<file path="config.mk">
export PLATFORM = sky130hd
export DESIGN_NAME = pipeline_cpu
export DESIGN_NICKNAME = d
export VERILOG_FILES = /design/src/hw/cpu_pkg.sv /design/src/hw/stage_reg.sv /design/src/hw/decode_unit.sv /design/src/hw/reg_file.sv /design/src/hw/execute_unit.sv /design/src/hw/hazard_unit.sv /design/src/hw/data_mem.sv /design/src/hw/wwd_credit_port.sv /design/src/hw/pipeline_cpu.sv
export SDC_FILE = /design/constraint.sdc
export NUM_CORES = 2
export LEC_CHECK = 0
export BUFFER_PORTS_ARGS = -buffer_cell sky130_fd_sc_hd__buf_2
export CAP_MARGIN = 10
export CORE_UTILIZATION = 30
export DETAILED_ROUTE_END_ITERATION = 7
export GPL_ROUTABILITY_DRIVEN = 0
export PLACE_DENSITY = 0.53
export SLEW_MARGIN = 20
export SYNTH_ARGS = -nofsm -noshare
export SYNTH_HDL_FRONTEND = slang
export SYNTH_SLANG_ARGS = --single-unit
</file>
<file path="constraint.sdc">
create_clock -name clk -period 8.55 [get_ports clk]
set_clock_uncertainty 0.1 [all_clocks]
set_input_delay 1.2825 -clock clk [delete_from_list [all_inputs] [get_ports clk]]
set_output_delay 1.2825 -clock clk [all_outputs]
set_load 0.005 [all_outputs]
</file>
<file path="src/hw/cpu_pkg.sv">
`default_nettype none

package cpu_pkg;

    localparam int word_size = 16;

    typedef logic [1:0] reg_index_t;

    typedef enum logic [3:0] {
        op_adi   = 4'd4,
        op_lhi   = 4'd6,
        op_lwd   = 4'd7,
        op_swd   = 4'd8,
        op_rtype = 4'd15
    } opcode_t;

    typedef enum logic [5:0] {
        fn_add = 6'd0,
        fn_sub = 6'd1,
        fn_and = 6'd2,
        fn_orr = 6'd3,
        fn_wwd = 6'd28,
        fn_hlt = 6'd29
    } func_t;

    // order follows the low func bits.
    typedef enum logic [1:0] {
        alu_add,
        alu_sub,
        alu_and,
        alu_or
    } alu_op_t;

    typedef enum logic [1:0] {
        b_reg,
        b_simm,
        b_hi,
        b_zero
    } b_select_t;

    typedef struct packed {
        logic                 valid;
        logic [word_size-1:0] instr;
    } if_id_t;

    typedef struct packed {
        logic                 valid;
        alu_op_t              alu_op;
        b_select_t            b_select;
        logic [word_size-1:0] rs_data;
        logic [word_size-1:0] rt_data;
        reg_index_t           rs;
        reg_index_t           rt;
        logic [7:0]           imm;
        reg_index_t           dest;
        logic                 mem_read;
        logic                 mem_write;
        logic                 reg_write;
        logic                 mem_to_reg;
        logic                 is_wwd;
        logic                 is_halt;
    } id_ex_t;

    typedef struct packed {
        logic                 valid;
        logic [word_size-1:0] alu_result;
        logic [word_size-1:0] store_data;
        reg_index_t           dest;
        logic                 mem_read;
        logic                 mem_write;
        logic                 reg_write;
        logic                 mem_to_reg;
        logic                 is_wwd;
        logic                 is_halt;
    } ex_mem_t;

    typedef struct packed {
        logic                 valid;
        logic [word_size-1:0] write_data;
        reg_index_t           dest;
        logic                 reg_write;
        logic                 is_halt;
    } mem_wb_t;

endpackage

`default_nettype wire

</file>
<file path="src/hw/stage_reg.sv">
`default_nettype none

module stage_reg #(
    parameter type payload_t = cpu_pkg::if_id_t
) (
    input  logic     clk,
    input  logic     reset_n,
    input  logic     stall,
    input  logic     bubble,
    input  payload_t d,
    output payload_t q
);

    always_ff @(posedge clk) begin
        if (reset_n) begin
            q <= '0;
        end else if (stall) begin
            q <= q;  // hold wins over bubble.
        end else if (bubble) begin
            q <= '0;  // valid and flags cleared.
        end else begin
            q <= d;
        end
    end

    valid_known: assert property (@(posedge clk) disable iff (reset_n)
        !$isunknown(q.valid));

endmodule

`default_nettype wire

</file>
<file path="src/hw/decode_unit.sv">
`default_nettype none

module decode_unit (
    input  logic [cpu_pkg::word_size-1:0] instr,
    output cpu_pkg::alu_op_t              alu_op,
    output cpu_pkg::b_select_t            b_select,
    output cpu_pkg::reg_index_t           rs,
    output cpu_pkg::reg_index_t           rt,
    output logic [7:0]                    imm,
    output cpu_pkg::reg_index_t           dest,
    output logic                          uses_rs,
    output logic                          uses_rt,
    output logic                          mem_read,
    output logic                          mem_write,
    output logic                          reg_write,
    output logic                          mem_to_reg,
    output logic                          is_wwd,
    output logic                          is_halt
);

    assign rs  = instr[11:10];
    assign rt  = instr[9:8];
    assign imm = instr[7:0];

    always_comb begin
        alu_op     = cpu_pkg::alu_add;
        b_select   = cpu_pkg::b_reg;
        dest       = '0;
        uses_rs    = 1'b0;
        uses_rt    = 1'b0;
        mem_read   = 1'b0;
        mem_write  = 1'b0;
        reg_write  = 1'b0;
        mem_to_reg = 1'b0;
        is_wwd     = 1'b0;
        is_halt    = 1'b0;
        case (cpu_pkg::opcode_t'(instr[15:12]))
            cpu_pkg::op_rtype: begin
                case (cpu_pkg::func_t'(instr[5:0]))
                    cpu_pkg::fn_add, cpu_pkg::fn_sub, cpu_pkg::fn_and, cpu_pkg::fn_orr: begin
                        alu_op    = cpu_pkg::alu_op_t'(instr[1:0]);
                        uses_rs   = 1'b1;
                        uses_rt   = 1'b1;
                        reg_write = 1'b1;
                        dest      = instr[7:6];  // rd.
                    end
                    cpu_pkg::fn_wwd: begin
                        b_select = cpu_pkg::b_zero;  // rs passes through.
                        uses_rs  = 1'b1;
                        is_wwd   = 1'b1;
                    end
                    cpu_pkg::fn_hlt: is_halt = 1'b1;
                    default: ;
                endcase
            end
            cpu_pkg::op_adi: begin
                b_select  = cpu_pkg::b_simm;
                uses_rs   = 1'b1;
                reg_write = 1'b1;
                dest      = rt;
            end
            cpu_pkg::op_lhi: begin
                b_select  = cpu_pkg::b_hi;
                reg_write = 1'b1;
                dest      = rt;
            end
            cpu_pkg::op_lwd: begin
                b_select   = cpu_pkg::b_simm;
                uses_rs    = 1'b1;
                mem_read   = 1'b1;
                mem_to_reg = 1'b1;
                reg_write  = 1'b1;
                dest       = rt;
            end
            cpu_pkg::op_swd: begin
                b_select  = cpu_pkg::b_simm;
                uses_rs   = 1'b1;
                uses_rt   = 1'b1;  // store data.
                mem_write = 1'b1;
            end
            default: ;
        endcase
    end

endmodule

`default_nettype wire

</file>
<file path="src/hw/reg_file.sv">
`default_nettype none

module reg_file (
    input  logic                          clk,
    input  logic                          reset_n,
    input  cpu_pkg::reg_index_t           rs,
    input  cpu_pkg::reg_index_t           rt,
    output logic [cpu_pkg::word_size-1:0] rs_data,
    output logic [cpu_pkg::word_size-1:0] rt_data,
    input  logic                          write_en,
    input  cpu_pkg::reg_index_t           write_index,
    input  logic [cpu_pkg::word_size-1:0] write_data
);

    logic [cpu_pkg::word_size-1:0] regs [4];

    always_ff @(posedge clk) begin
        if (reset_n) begin
            for (int i = 0; i < 4; i++) begin
                regs[i] <= '0;
            end
        end else if (write_en) begin
            regs[write_index] <= write_data;
        end
    end

    // same-cycle write bypasses to the read.
    assign rs_data = (write_en && write_index == rs) ? write_data : regs[rs];
    assign rt_data = (write_en && write_index == rt) ? write_data : regs[rt];

endmodule

`default_nettype wire

</file>
<file path="src/hw/execute_unit.sv">
`default_nettype none

module execute_unit (
    input  cpu_pkg::id_ex_t               id_ex,
    input  cpu_pkg::reg_index_t           ex_mem_dest,
    input  logic                          ex_mem_reg_write,
    input  logic [cpu_pkg::word_size-1:0] ex_mem_result,
    input  cpu_pkg::reg_index_t           wb_dest,
    input  logic                          wb_reg_write,
    input  logic [cpu_pkg::word_size-1:0] wb_data,
    output logic [cpu_pkg::word_size-1:0] alu_result,
    output logic [cpu_pkg::word_size-1:0] store_data
);

    localparam int w = cpu_pkg::word_size;

    logic [w-1:0] rs_fwd;
    logic [w-1:0] rt_fwd;
    logic [w-1:0] a;
    logic [w-1:0] b;

    // ex/mem checked last so the youngest wins.
    always_comb begin
        rs_fwd = id_ex.rs_data;
        rt_fwd = id_ex.rt_data;
        if (wb_reg_write && wb_dest == id_ex.rs) rs_fwd = wb_data;
        if (wb_reg_write && wb_dest == id_ex.rt) rt_fwd = wb_data;
        if (ex_mem_reg_write && ex_mem_dest == id_ex.rs) rs_fwd = ex_mem_result;
        if (ex_mem_reg_write && ex_mem_dest == id_ex.rt) rt_fwd = ex_mem_result;
    end

    assign store_data = rt_fwd;

    always_comb begin
        a = rs_fwd;
        case (id_ex.b_select)
            cpu_pkg::b_reg:  b = rt_fwd;
            cpu_pkg::b_simm: b = {{(w-8){id_ex.imm[7]}}, id_ex.imm};
            cpu_pkg::b_hi: begin
                a = '0;  // lhi ignores rs.
                b = w'({id_ex.imm, 8'h00});
            end
            default: b = '0;
        endcase
    end

    always_comb begin
        case (id_ex.alu_op)
            cpu_pkg::alu_add: alu_result = a + b;
            cpu_pkg::alu_sub: alu_result = a - b;
            cpu_pkg::alu_and: alu_result = a & b;
            default:          alu_result = a | b;
        endcase
    end

endmodule

`default_nettype wire

</file>
<file path="src/hw/hazard_unit.sv">
`default_nettype none

module hazard_unit (
    input  logic                clk,
    input  logic                reset_n,
    input  logic                id_ex_mem_read,
    input  cpu_pkg::reg_index_t id_ex_dest,
    input  cpu_pkg::reg_index_t rs,
    input  cpu_pkg::reg_index_t rt,
    input  logic                uses_rs,
    input  logic                uses_rt,
    input  logic                is_wwd,
    input  logic                is_halt,
    input  logic                if_id_valid,
    input  logic                has_credit,
    output logic                front_stall,
    output logic                wwd_issue,
    output logic                halt_fetch
);

    logic load_use;
    logic credit_wait;
    logic halt_seen;

    assign load_use = if_id_valid && id_ex_mem_read &&
                      ((uses_rs && rs == id_ex_dest) || (uses_rt && rt == id_ex_dest));
    assign credit_wait = if_id_valid && is_wwd && !has_credit;
    assign front_stall = load_use || credit_wait;
    assign wwd_issue   = if_id_valid && is_wwd && !front_stall;
    assign halt_fetch  = halt_seen || (if_id_valid && is_halt);  // hlt never stalls.

    always_ff @(posedge clk) begin
        if (reset_n) begin
            halt_seen <= 1'b0;
        end else if (if_id_valid && is_halt) begin
            halt_seen <= 1'b1;
        end
    end

    // the bubble behind a load clears the hazard.
    single_bubble: assert property (@(posedge clk) disable iff (reset_n)
        load_use |=> !load_use);

endmodule

`default_nettype wire

</file>
<file path="src/hw/data_mem.sv">
`default_nettype none

module data_mem #(
    parameter int dmem_depth = 64
) (
    input  logic                          clk,
    input  logic                          reset_n,
    input  logic                          mem_read,
    input  logic                          mem_write,
    input  logic [cpu_pkg::word_size-1:0] address,
    input  logic [cpu_pkg::word_size-1:0] write_data,
    output logic [cpu_pkg::word_size-1:0] read_data
);

    localparam int aw = $clog2(dmem_depth);

    logic [cpu_pkg::word_size-1:0] mem [dmem_depth];
    logic [aw-1:0]                 index;

    assign index = aw'(address % dmem_depth);  // wraps.

    always_ff @(posedge clk) begin
        if (reset_n) begin
            for (int i = 0; i < dmem_depth; i++) begin
                mem[i] <= '0;
            end
        end else if (mem_write) begin
            mem[index] <= write_data;
        end
    end

    assign read_data = mem_read ? mem[index] : '0;

endmodule

`default_nettype wire

</file>
<file path="src/hw/wwd_credit_port.sv">
`default_nettype none

module wwd_credit_port #(
    parameter int wwd_credits = 4
) (
    input  logic                          clk,
    input  logic                          reset_n,
    input  logic                          wwd_issue,
    input  logic                          send,
    input  logic [cpu_pkg::word_size-1:0] send_data,
    input  logic                          credit_return,
    output logic                          has_credit,
    output logic                          wwd_valid,
    output logic [cpu_pkg::word_size-1:0] wwd_data
);

    localparam int cw = $clog2(wwd_credits + 1);

    logic [cw-1:0] count;

    always_ff @(posedge clk) begin
        if (reset_n) begin
            count     <= cw'(wwd_credits);
            wwd_valid <= 1'b0;
        end else begin
            case ({wwd_issue, credit_return})
                2'b10:   count <= count - 1'b1;
                2'b01:   count <= count + 1'b1;
                default: ;  // both or neither.
            endcase
            wwd_valid <= send;
        end
    end

    always_ff @(posedge clk) begin
        wwd_data <= send_data;
    end

    assign has_credit = (count != '0);

    no_overflow: assert property (@(posedge clk) disable iff (reset_n)
        count <= cw'(wwd_credits));

    no_underflow: assert property (@(posedge clk) disable iff (reset_n)
        wwd_issue |-> count != '0);

endmodule

`default_nettype wire

</file>
<file path="src/hw/pipeline_cpu.sv">
`default_nettype none

module pipeline_cpu #(
    parameter int dmem_depth  = 64,
    parameter int wwd_credits = 4
) (
    input  logic                          clk,
    input  logic                          reset_n,
    output logic [cpu_pkg::word_size-1:0] pc,
    input  logic [cpu_pkg::word_size-1:0] instr,
    output logic                          wwd_valid,
    output logic [cpu_pkg::word_size-1:0] wwd_data,
    input  logic                          credit_return,
    output logic                          halted
);

    localparam int w = cpu_pkg::word_size;

    cpu_pkg::if_id_t     if_id_d;
    cpu_pkg::if_id_t     if_id_q;
    cpu_pkg::id_ex_t     id_ex_d;
    cpu_pkg::id_ex_t     id_ex_q;
    cpu_pkg::ex_mem_t    ex_mem_d;
    cpu_pkg::ex_mem_t    ex_mem_q;
    cpu_pkg::mem_wb_t    mem_wb_d;
    cpu_pkg::mem_wb_t    mem_wb_q;

    cpu_pkg::alu_op_t    alu_op;
    cpu_pkg::b_select_t  b_select;
    cpu_pkg::reg_index_t rs;
    cpu_pkg::reg_index_t rt;
    cpu_pkg::reg_index_t dest;
    logic [7:0]          imm;
    logic                uses_rs;
    logic                uses_rt;
    logic                mem_read;
    logic                mem_write;
    logic                reg_write;
    logic                mem_to_reg;
    logic                is_wwd;
    logic                is_halt;
    logic [w-1:0]        rs_data;
    logic [w-1:0]        rt_data;
    logic [w-1:0]        alu_result;
    logic [w-1:0]        store_data;
    logic [w-1:0]        read_data;
    logic                front_stall;
    logic                wwd_issue;
    logic                halt_fetch;
    logic                has_credit;

    always_ff @(posedge clk) begin
        if (reset_n) begin
            pc <= '0;
        end else if (!front_stall && !halt_fetch) begin
            pc <= pc + 1'b1;
        end
    end

    assign if_id_d = '{valid: 1'b1, instr: instr};

    stage_reg #(.payload_t(cpu_pkg::if_id_t)) if_id_reg (
        .clk(clk), .reset_n(reset_n), .stall(front_stall), .bubble(halt_fetch),
        .d(if_id_d), .q(if_id_q)
    );

    decode_unit decoder (
        .instr(if_id_q.instr), .alu_op(alu_op), .b_select(b_select), .rs(rs), .rt(rt),
        .imm(imm), .dest(dest), .uses_rs(uses_rs), .uses_rt(uses_rt), .mem_read(mem_read),
        .mem_write(mem_write), .reg_write(reg_write), .mem_to_reg(mem_to_reg),
        .is_wwd(is_wwd), .is_halt(is_halt)
    );

    reg_file regs (
        .clk(clk), .reset_n(reset_n), .rs(rs), .rt(rt), .rs_data(rs_data), .rt_data(rt_data),
        .write_en(mem_wb_q.reg_write), .write_index(mem_wb_q.dest),
        .write_data(mem_wb_q.write_data)
    );

    hazard_unit hazards (
        .clk(clk), .reset_n(reset_n), .id_ex_mem_read(id_ex_q.mem_read),
        .id_ex_dest(id_ex_q.dest), .rs(rs), .rt(rt), .uses_rs(uses_rs), .uses_rt(uses_rt),
        .is_wwd(is_wwd), .is_halt(is_halt), .if_id_valid(if_id_q.valid),
        .has_credit(has_credit), .front_stall(front_stall), .wwd_issue(wwd_issue),
        .halt_fetch(halt_fetch)
    );

    assign id_ex_d = '{
        valid: if_id_q.valid, alu_op: alu_op, b_select: b_select,
        rs_data: rs_data, rt_data: rt_data, rs: rs, rt: rt, imm: imm, dest: dest,
        mem_read: mem_read, mem_write: mem_write, reg_write: reg_write,
        mem_to_reg: mem_to_reg, is_wwd: is_wwd, is_halt: is_halt
    };

    // stalled instruction stays in if/id, a bubble goes on.
    stage_reg #(.payload_t(cpu_pkg::id_ex_t)) id_ex_reg (
        .clk(clk), .reset_n(reset_n), .stall(1'b0), .bubble(front_stall),
        .d(id_ex_d), .q(id_ex_q)
    );

    execute_unit alu (
        .id_ex(id_ex_q), .ex_mem_dest(ex_mem_q.dest), .ex_mem_reg_write(ex_mem_q.reg_write),
        .ex_mem_result(ex_mem_q.alu_result), .wb_dest(mem_wb_q.dest),
        .wb_reg_write(mem_wb_q.reg_write), .wb_data(mem_wb_q.write_data),
        .alu_result(alu_result), .store_data(store_data)
    );

    assign ex_mem_d = '{
        valid: id_ex_q.valid, alu_result: alu_result, store_data: store_data,
        dest: id_ex_q.dest, mem_read: id_ex_q.mem_read, mem_write: id_ex_q.mem_write,
        reg_write: id_ex_q.reg_write, mem_to_reg: id_ex_q.mem_to_reg,
        is_wwd: id_ex_q.is_wwd, is_halt: id_ex_q.is_halt
    };

    stage_reg #(.payload_t(cpu_pkg::ex_mem_t)) ex_mem_reg (
        .clk(clk), .reset_n(reset_n), .stall(1'b0), .bubble(1'b0),
        .d(ex_mem_d), .q(ex_mem_q)
    );

    data_mem #(.dmem_depth(dmem_depth)) dmem (
        .clk(clk), .reset_n(reset_n), .mem_read(ex_mem_q.mem_read),
        .mem_write(ex_mem_q.mem_write), .address(ex_mem_q.alu_result),
        .write_data(ex_mem_q.store_data), .read_data(read_data)
    );

    assign mem_wb_d = '{
        valid: ex_mem_q.valid,
        write_data: ex_mem_q.mem_to_reg ? read_data : ex_mem_q.alu_result,
        dest: ex_mem_q.dest, reg_write: ex_mem_q.reg_write, is_halt: ex_mem_q.is_halt
    };

    stage_reg #(.payload_t(cpu_pkg::mem_wb_t)) mem_wb_reg (
        .clk(clk), .reset_n(reset_n), .stall(1'b0), .bubble(1'b0),
        .d(mem_wb_d), .q(mem_wb_q)
    );

    always_ff @(posedge clk) begin
        if (reset_n) begin
            halted <= 1'b0;
        end else if (mem_wb_q.valid && mem_wb_q.is_halt) begin
            halted <= 1'b1;  // sticky until reset.
        end
    end

    wwd_credit_port #(.wwd_credits(wwd_credits)) wwd_port (
        .clk(clk), .reset_n(reset_n), .wwd_issue(wwd_issue),
        .send(ex_mem_q.valid && ex_mem_q.is_wwd), .send_data(ex_mem_q.alu_result),
        .credit_return(credit_return), .has_credit(has_credit),
        .wwd_valid(wwd_valid), .wwd_data(wwd_data)
    );

endmodule

`default_nettype wire

</file>
-- Word level (Yosys, flattened, before mapping)
Memories as Yosys holds them, arrays and structs flattened. A register that Yosys moved wholly into a read port is not among the register bits.
Cells that the tools add are included.
Widths: inputs -> output; s select.
- bits of input ports: 19
- bits in writable memories: 1088
- output and inout bits: 34
- bits in registers: 140
- memories: 2
- bitwise operators: 4
- $add $sub $neg: 5
- eq/ne operators: 22
- reductions and logical operators: 34
- multiplexer cells: 40
- memories (name ; depth ; width ; rd ports ; clocked after memory_dff ; wr ports ; RTL line ; text):
    dmem.mem ; 64 ; 16 ; 1 ; 1 ; 64 ; data_mem.sv:17 ; logic [cpu_pkg::word_size-1:0] mem [dmem_depth];
    regs.regs ; 4 ; 16 ; 2 ; 2 ; 4 ; reg_file.sv:15 ; logic [cpu_pkg::word_size-1:0] regs [4];
- operators with widths (kind ; number):
    $mux 16 ; 8
    $pmux 16 s3 ; 2
    $reduce_or 16->1 ; 2
    $mux 1 ; 18
    $mux 17 ; 1
    $add 16x1->16 const B ; 1
    $add 16x16->16 ; 1
    $and 16x16->16 ; 1
    $or 16x16->16 ; 1
    $sub 16x16->16 ; 1
    $logic_and 1x1->1 ; 15
    $eq 2x2->1 ; 6
    $eq 4x3->1 const B ; 3
    $eq 6x2->1 const B ; 2
    $eq 6x5->1 const B ; 2
    $mux 6 ; 2
    $eq 4x4->1 const B ; 2
    $reduce_or 4->1 ; 2
    $eq 2x1->1 const B ; 3
    $eq 2x2->1 const B ; 3
    $eq 6x1->1 const B ; 1
    $logic_not 6->1 ; 1
    $mux 2 ; 3
    $pmux 1 s2 ; 3
    14 further kinds ; 21

-- Longest topological paths before layout
- depth after elaboration: 12
- gate-level depth with buffers: 21

-- By module
A second synthesis with hierarchy kept.
- cells, all modules: 4891
- area total of the unflattened synthesis: 61443.9 µm²
- by module, submodules not included (module ; area an instance (µm²) ; cells an instance ; instances):
    data_mem ; 47030.1 ; 3467 ; 1
    reg_file ; 3842.4 ; 221 ; 1
    execute_unit ; 2577.5 ; 399 ; 1
    stage_reg at id_ex_reg ; 2507.4 ; 253 ; 1
    stage_reg at ex_mem_reg ; 1863.0 ; 184 ; 1
    pipeline_cpu ; 1014.7 ; 109 ; 1
    stage_reg at mem_wb_reg ; 959.7 ; 93 ; 1
    stage_reg at if_id_reg ; 747.0 ; 76 ; 1
    wwd_credit_port ; 506.7 ; 34 ; 1
    decode_unit ; 285.3 ; 41 ; 1
    hazard_unit ; 110.1 ; 14 ; 1

-- Worst setup path after synthesis
OpenSTA, ideal clock, no wires.
- path type: register to register
- start: register mem_wb_reg.q[2] (netlist name)
- end: register ex_mem_reg.q[39] (netlist name)
- path buffers: 2
- period minus slack after synthesis: 4.422 ns
- stages on the path, launching flop included: 21
- data required time: 8.328 ns
- slack: 4.128 ns
- arrival time: 4.200 ns
- cells stage by stage: dfxtp_1 buf_4 xnor2_2 nand3_2 buf_4 mux2i_1 o21ai_0 inv_1 ha_1 nand3_1 o31ai_1 xor2_1 ha_1 and2_1 a221o_1 a221oi_1 o211a_1 or2_2 nor4_1 mux2_1 a311o_1
- word-level cells in the longest chain between the ends: 7
- elaborated cells between the ends (all ways): 15
- classes of those cells: add/sub (2); eq/ne (2); mux (7); bitwise (2); reduce/logical (2)
- RTL lines (item ; RTL line ; text):
    from (decl) ; stage_reg.sv:11 ; output payload_t q
    from (signal assigned) ; stage_reg.sv:18 ; q <= q;
    $eq 2x2->1 (on tied branches) ; execute_unit.sv:27, execute_unit.sv:26 ;
    $logic_and 1x1->1 (on tied branches) ; execute_unit.sv:27, execute_unit.sv:26 ;
    $mux 16 (on tied branches) ; execute_unit.sv:27, execute_unit.sv:26 ;
    $mux 16 (on tied branches) ; execute_unit.sv:29, execute_unit.sv:28 ;
    $pmux 16 s3 / $mux 16 (equally long branches) ; execute_unit.sv:36 ; case (id_ex.b_select)
    $sub 16x16->16 (tied with other cells) ; execute_unit.sv:50 ; cpu_pkg::alu_sub: alu_result = a - b;
    $pmux 16 s3 (*) ; execute_unit.sv:48 ; case (id_ex.alu_op)
    to (signal assigned) ; stage_reg.sv:18 ;
    to (decl) ; stage_reg.sv:11 ;
Every way passes the cells marked *; elsewhere a longest branch is shown, timed or not.
A chain may end at the register's enable or synchronous reset.

-- Worst setup path after layout
- start: register mem_wb_reg.q[1] (netlist name)
- end: register ex_mem_reg.q[39] (netlist name)
- word-level cells in the longest chain between the ends: 6
- elaborated cells between the ends (all ways): 13
- classes of those cells: add/sub (2); mux (7); bitwise (2); reduce/logical (2)
- RTL lines (item ; RTL line):
    $logic_and 1x1->1 (on tied branches) ; execute_unit.sv:27, execute_unit.sv:26
    $mux 16 (on tied branches) ; execute_unit.sv:27, execute_unit.sv:26
    $mux 16 (on tied branches) ; execute_unit.sv:29, execute_unit.sv:28
    $pmux 16 s3 / $mux 16 (equally long branches) ; execute_unit.sv:36
    $sub 16x16->16 (tied with other cells) ; execute_unit.sv:50
    $pmux 16 s3 (*) ; execute_unit.sv:48
Marked as above.

==> results.ini <==
[outcome]
status = completed

[clock_tree]
cts_tree = built
clkTransAtPathRegs_ns = 0.06
cts_made_buffers = 139
cts-root-buf = clkbuf_16
clock-sinks = 1260
clock_latency_ns = 0.80
holdBufCountCts = 0
postCtsSetupRepairBufs = 0
cts.path.max_buffers = 3
ctsResizeCount = 0
htree_levels = 4

[die]
start_util = 0.303
num_rows = 158
core_area_um2 = 186000
ioPinCount = 53
die_w_um = 436
die_y_um = 436
dieArea_um2 = 190000

[critical_path]
required_ns = 9.13
crit_chain = nand3_2, mux2_2, a221oi_4, nand3_1, o31ai_1, xor2_1, ha_1, and2_1, a221o_1, a221oi_1, o211a_1, or2_2, nor4_1, mux2_1, a311o_1
cp-start-kind = flip-flop
cp-end-kind = flip-flop
crit_family = compound AO/OA/AOI/OAI gates
cp_max_fo = 28
critPathKind = reg2reg
path_buf_inv = 0
slowest_stage = dfxtp_1
arrival_ns = 6.35
slowest_delay_ns = 0.99

[drt]
antenna_left = 0
num_vias = 37300
drt_iter0_drc = 4224
drtPass1Iterations = 6
wire_per_inst_um = 26.7
vias_per_cell = 5.31
drcViolationCount = 0
totalWireLength_um = 187000

[pwr]
power.density_nw_per_um2 = 236
vdd_drop_max_uv = 166
p_leak_nw = 22.6

[logic_synthesis]
synthMuxAreaShare = 0.0235
synth_top_family_by_area = simple AND/OR/NAND/NOR gates
yosysUniqueCellTypes = 80
synth-adder-area-share = 0.00532
synth_seq_area_share = 0.640
synth_compound_area_frac = 0.120
yosysTopAreaCellShare = 0.579
synth-seq-cells = 1260
synth_edf_count = 1088
syn_area_per_cell_um2 = 12.5
yosys_warnings = 0
yosys.area.top_type = edfxtp_1
synthCells = 4494
synthTopCellsByArea = edfxtp_1, and2_1, dfxtp_1
synthSimpleGateAreaFrac = 0.171
synth_nets = 4535
syn-cell-area_um2 = 56400
synthXorXnorAreaFrac = 0.00876
ys_async_sr_fraction = 0
synth-main-ff-cell = edfxtp_1

[placement]
pre_cts_ws_ns = 2.86
port_buffers = 52
dp_hpwl_um = 108000
placedCellCount = 6770

[sta]
setup_ws_ns = 2.78
grt_setup_unrepaired = false
maxSlewViolCount = 0
slew_headroom = 0.216
max_freq_mhz = 173
setup_viol_count_final = 0
setup_tns_ns = 0
fin_crit_ns = 5.77
hold_violations = 0
tightestPinTransition_ns = 1.17
period_share = 0.675

[global_route]
grt_start_max_net_pins = 88
grt_pass1_vias = 36900
antenna_found_initial = 6
overflow = 0
grt_usage = 0.194
grt_pass1_wl_um = 271000

[finish]
syn_to_final_growth_pct = 14.0
n_fill_cell = 18100
drive_gt1_frac = 0.132
layout.cells.non_filler = 7022
fin_nets = 4472
final_util = 0.346

[run]
cap_violations = 0

[hold_path]
holdCritPathClass = reg2reg

cell usage in the layout (no fill, tap or decap), types with 23 or more instances in the layout:
master and instances:
a22oi_1 366, a31oi_1 37, and3_1 35, nand2_1 151
clkinv_1 25, a221oi_1 69, a21oi_1 126, nor2_1 180
o21ai_2 52, a41oi_1 27, clkbuf_1 35, buf_2 51
xor2_1 23, o21ai_0 51, edfxtp_1 1088, xnor2_1 26
nand3_1 37, buf_4 161, clkbuf_16 139, mux4_2 33
nor2b_1 25, dfxtp_1 150, a211oi_1 34, nand4_1 66
a22o_1 57, mux2i_1 39, and2_1 1084
area by class of cell:
cell class | count | area (µm²) | share of cell area
repair buffers | 218 | 1580 | 0.0246
multi-input cells | 2790 | 19000 | 0.295
clock inverters | 67 | 661 | 0.0103
well taps | 2480 | 3100 | 0.0483
inverters | 22 | 85.1 | 0.00132
diodes | 2 | 5.00 | 0.0000778
flip-flops and latches | 1260 | 36200 | 0.562
clock buffers | 183 | 3730 | 0.0581
Yosys cell counts, types with 5 or more instances:
| master | instances |
|---|---|
| xnor2_1 | 26 |
| nand4_1 | 66 |
| or3_1 | 12 |
| mux2i_1 | 39 |
| buf_2 | 22 |
| nand2b_1 | 5 |
| a311oi_1 | 16 |
| nor2_1 | 192 |
| or2_2 | 8 |
| nand2_1 | 152 |
| ha_1 | 20 |
| nor3_1 | 20 |
| a22oi_1 | 366 |
| edfxtp_1 | 1088 |
| mux4_2 | 33 |
| nor4_1 | 11 |
| a211oi_1 | 34 |
| o21ai_0 | 115 |
| o31ai_1 | 9 |
| dfxtp_1 | 172 |
| a221oi_1 | 69 |
| clkbuf_1 | 340 |
| mux2_2 | 16 |
| a31oi_1 | 37 |
| nor4b_1 | 6 |
| inv_1 | 22 |
| xor2_1 | 23 |
| o21a_1 | 6 |
| buf_1 | 55 |
| and2_1 | 1088 |
| and3_1 | 36 |
| o211a_1 | 6 |
| o211ai_1 | 8 |
| nand3_1 | 38 |
| a22o_1 | 57 |
| a221o_1 | 8 |
| nor2b_1 | 27 |
| o221ai_1 | 11 |
| a21oi_1 | 126 |
| a41oi_1 | 27 |
layer usage:
metal	up-vias	track usage	routed length, µm
met1	19000	0.264	81300
met3	319	0.0335	12700
li1	16500	-	-
met2	1433	0.308	86700
met5	-	0	0
met4	0	0.0700	6690
cell families after synthesis:
family                     count (synthesis)
AOI/OAI and AO/OA                        943
xor gates and xnor gates                  53
adders and majority gates                 23
buffers and inverters                    444
DFF                                     1260
muxes                                     89
and+or+nand+nor                         1682
path summary, 6_finish.rpt:
check | from | end | slack [ns] | cells past startpoint
hold reg to reg | ex_mem_reg.q[1] | wwd_port.wwd_valid | 0.30 | 1
setup / recovery | mem_wb_reg.q[1] | ex_mem_reg.q[39] | 2.78 | 15
setup reg to reg | mem_wb_reg.q[1] | ex_mem_reg.q[39] | 2.78 | 15
hold / removal | ex_mem_reg.q[1] | wwd_port.wwd_valid | 0.30 | 1
state kept, by name, indices dropped and copies added, names as in the netlist:
signal,cells
dmem.mem,1024
regs.regs,64
id_ex_reg.q,56
ex_mem_reg.q,40
mem_wb_reg.q,21
if_id_reg.q,17
pc,16
wwd_port.wwd_data,16
wwd_port.count,3
halted,1
hazards.halt_seen,1
wwd_port.wwd_valid,1
power by group:
group | total, mW | leakage (nW) | internal [mW] | switching [mW]
clock network | 5.89 | 2.13 | 3.27 | 2.62
registers | 7.11 | 12.7 | 6.92 | 0.196
logic | 2.18 | 7.80 | 0.554 | 1.62
total | 15.2 | 22.6 | 10.7 | 4.44
metrics by stage:
step           hold slack (ns)  power [mW]  area (µm²)
2_1_floorplan            0.239        8.27       56400
3_3_place_gp             0.322        9.37       59800
3_5_place_dp             0.323        9.37       59800
4_1_cts                  0.307        15.2       64200
5_1_grt                  0.348        15.6       64300
6_report                 0.304        15.2       64300
Power figures use the tool's default switching activity.
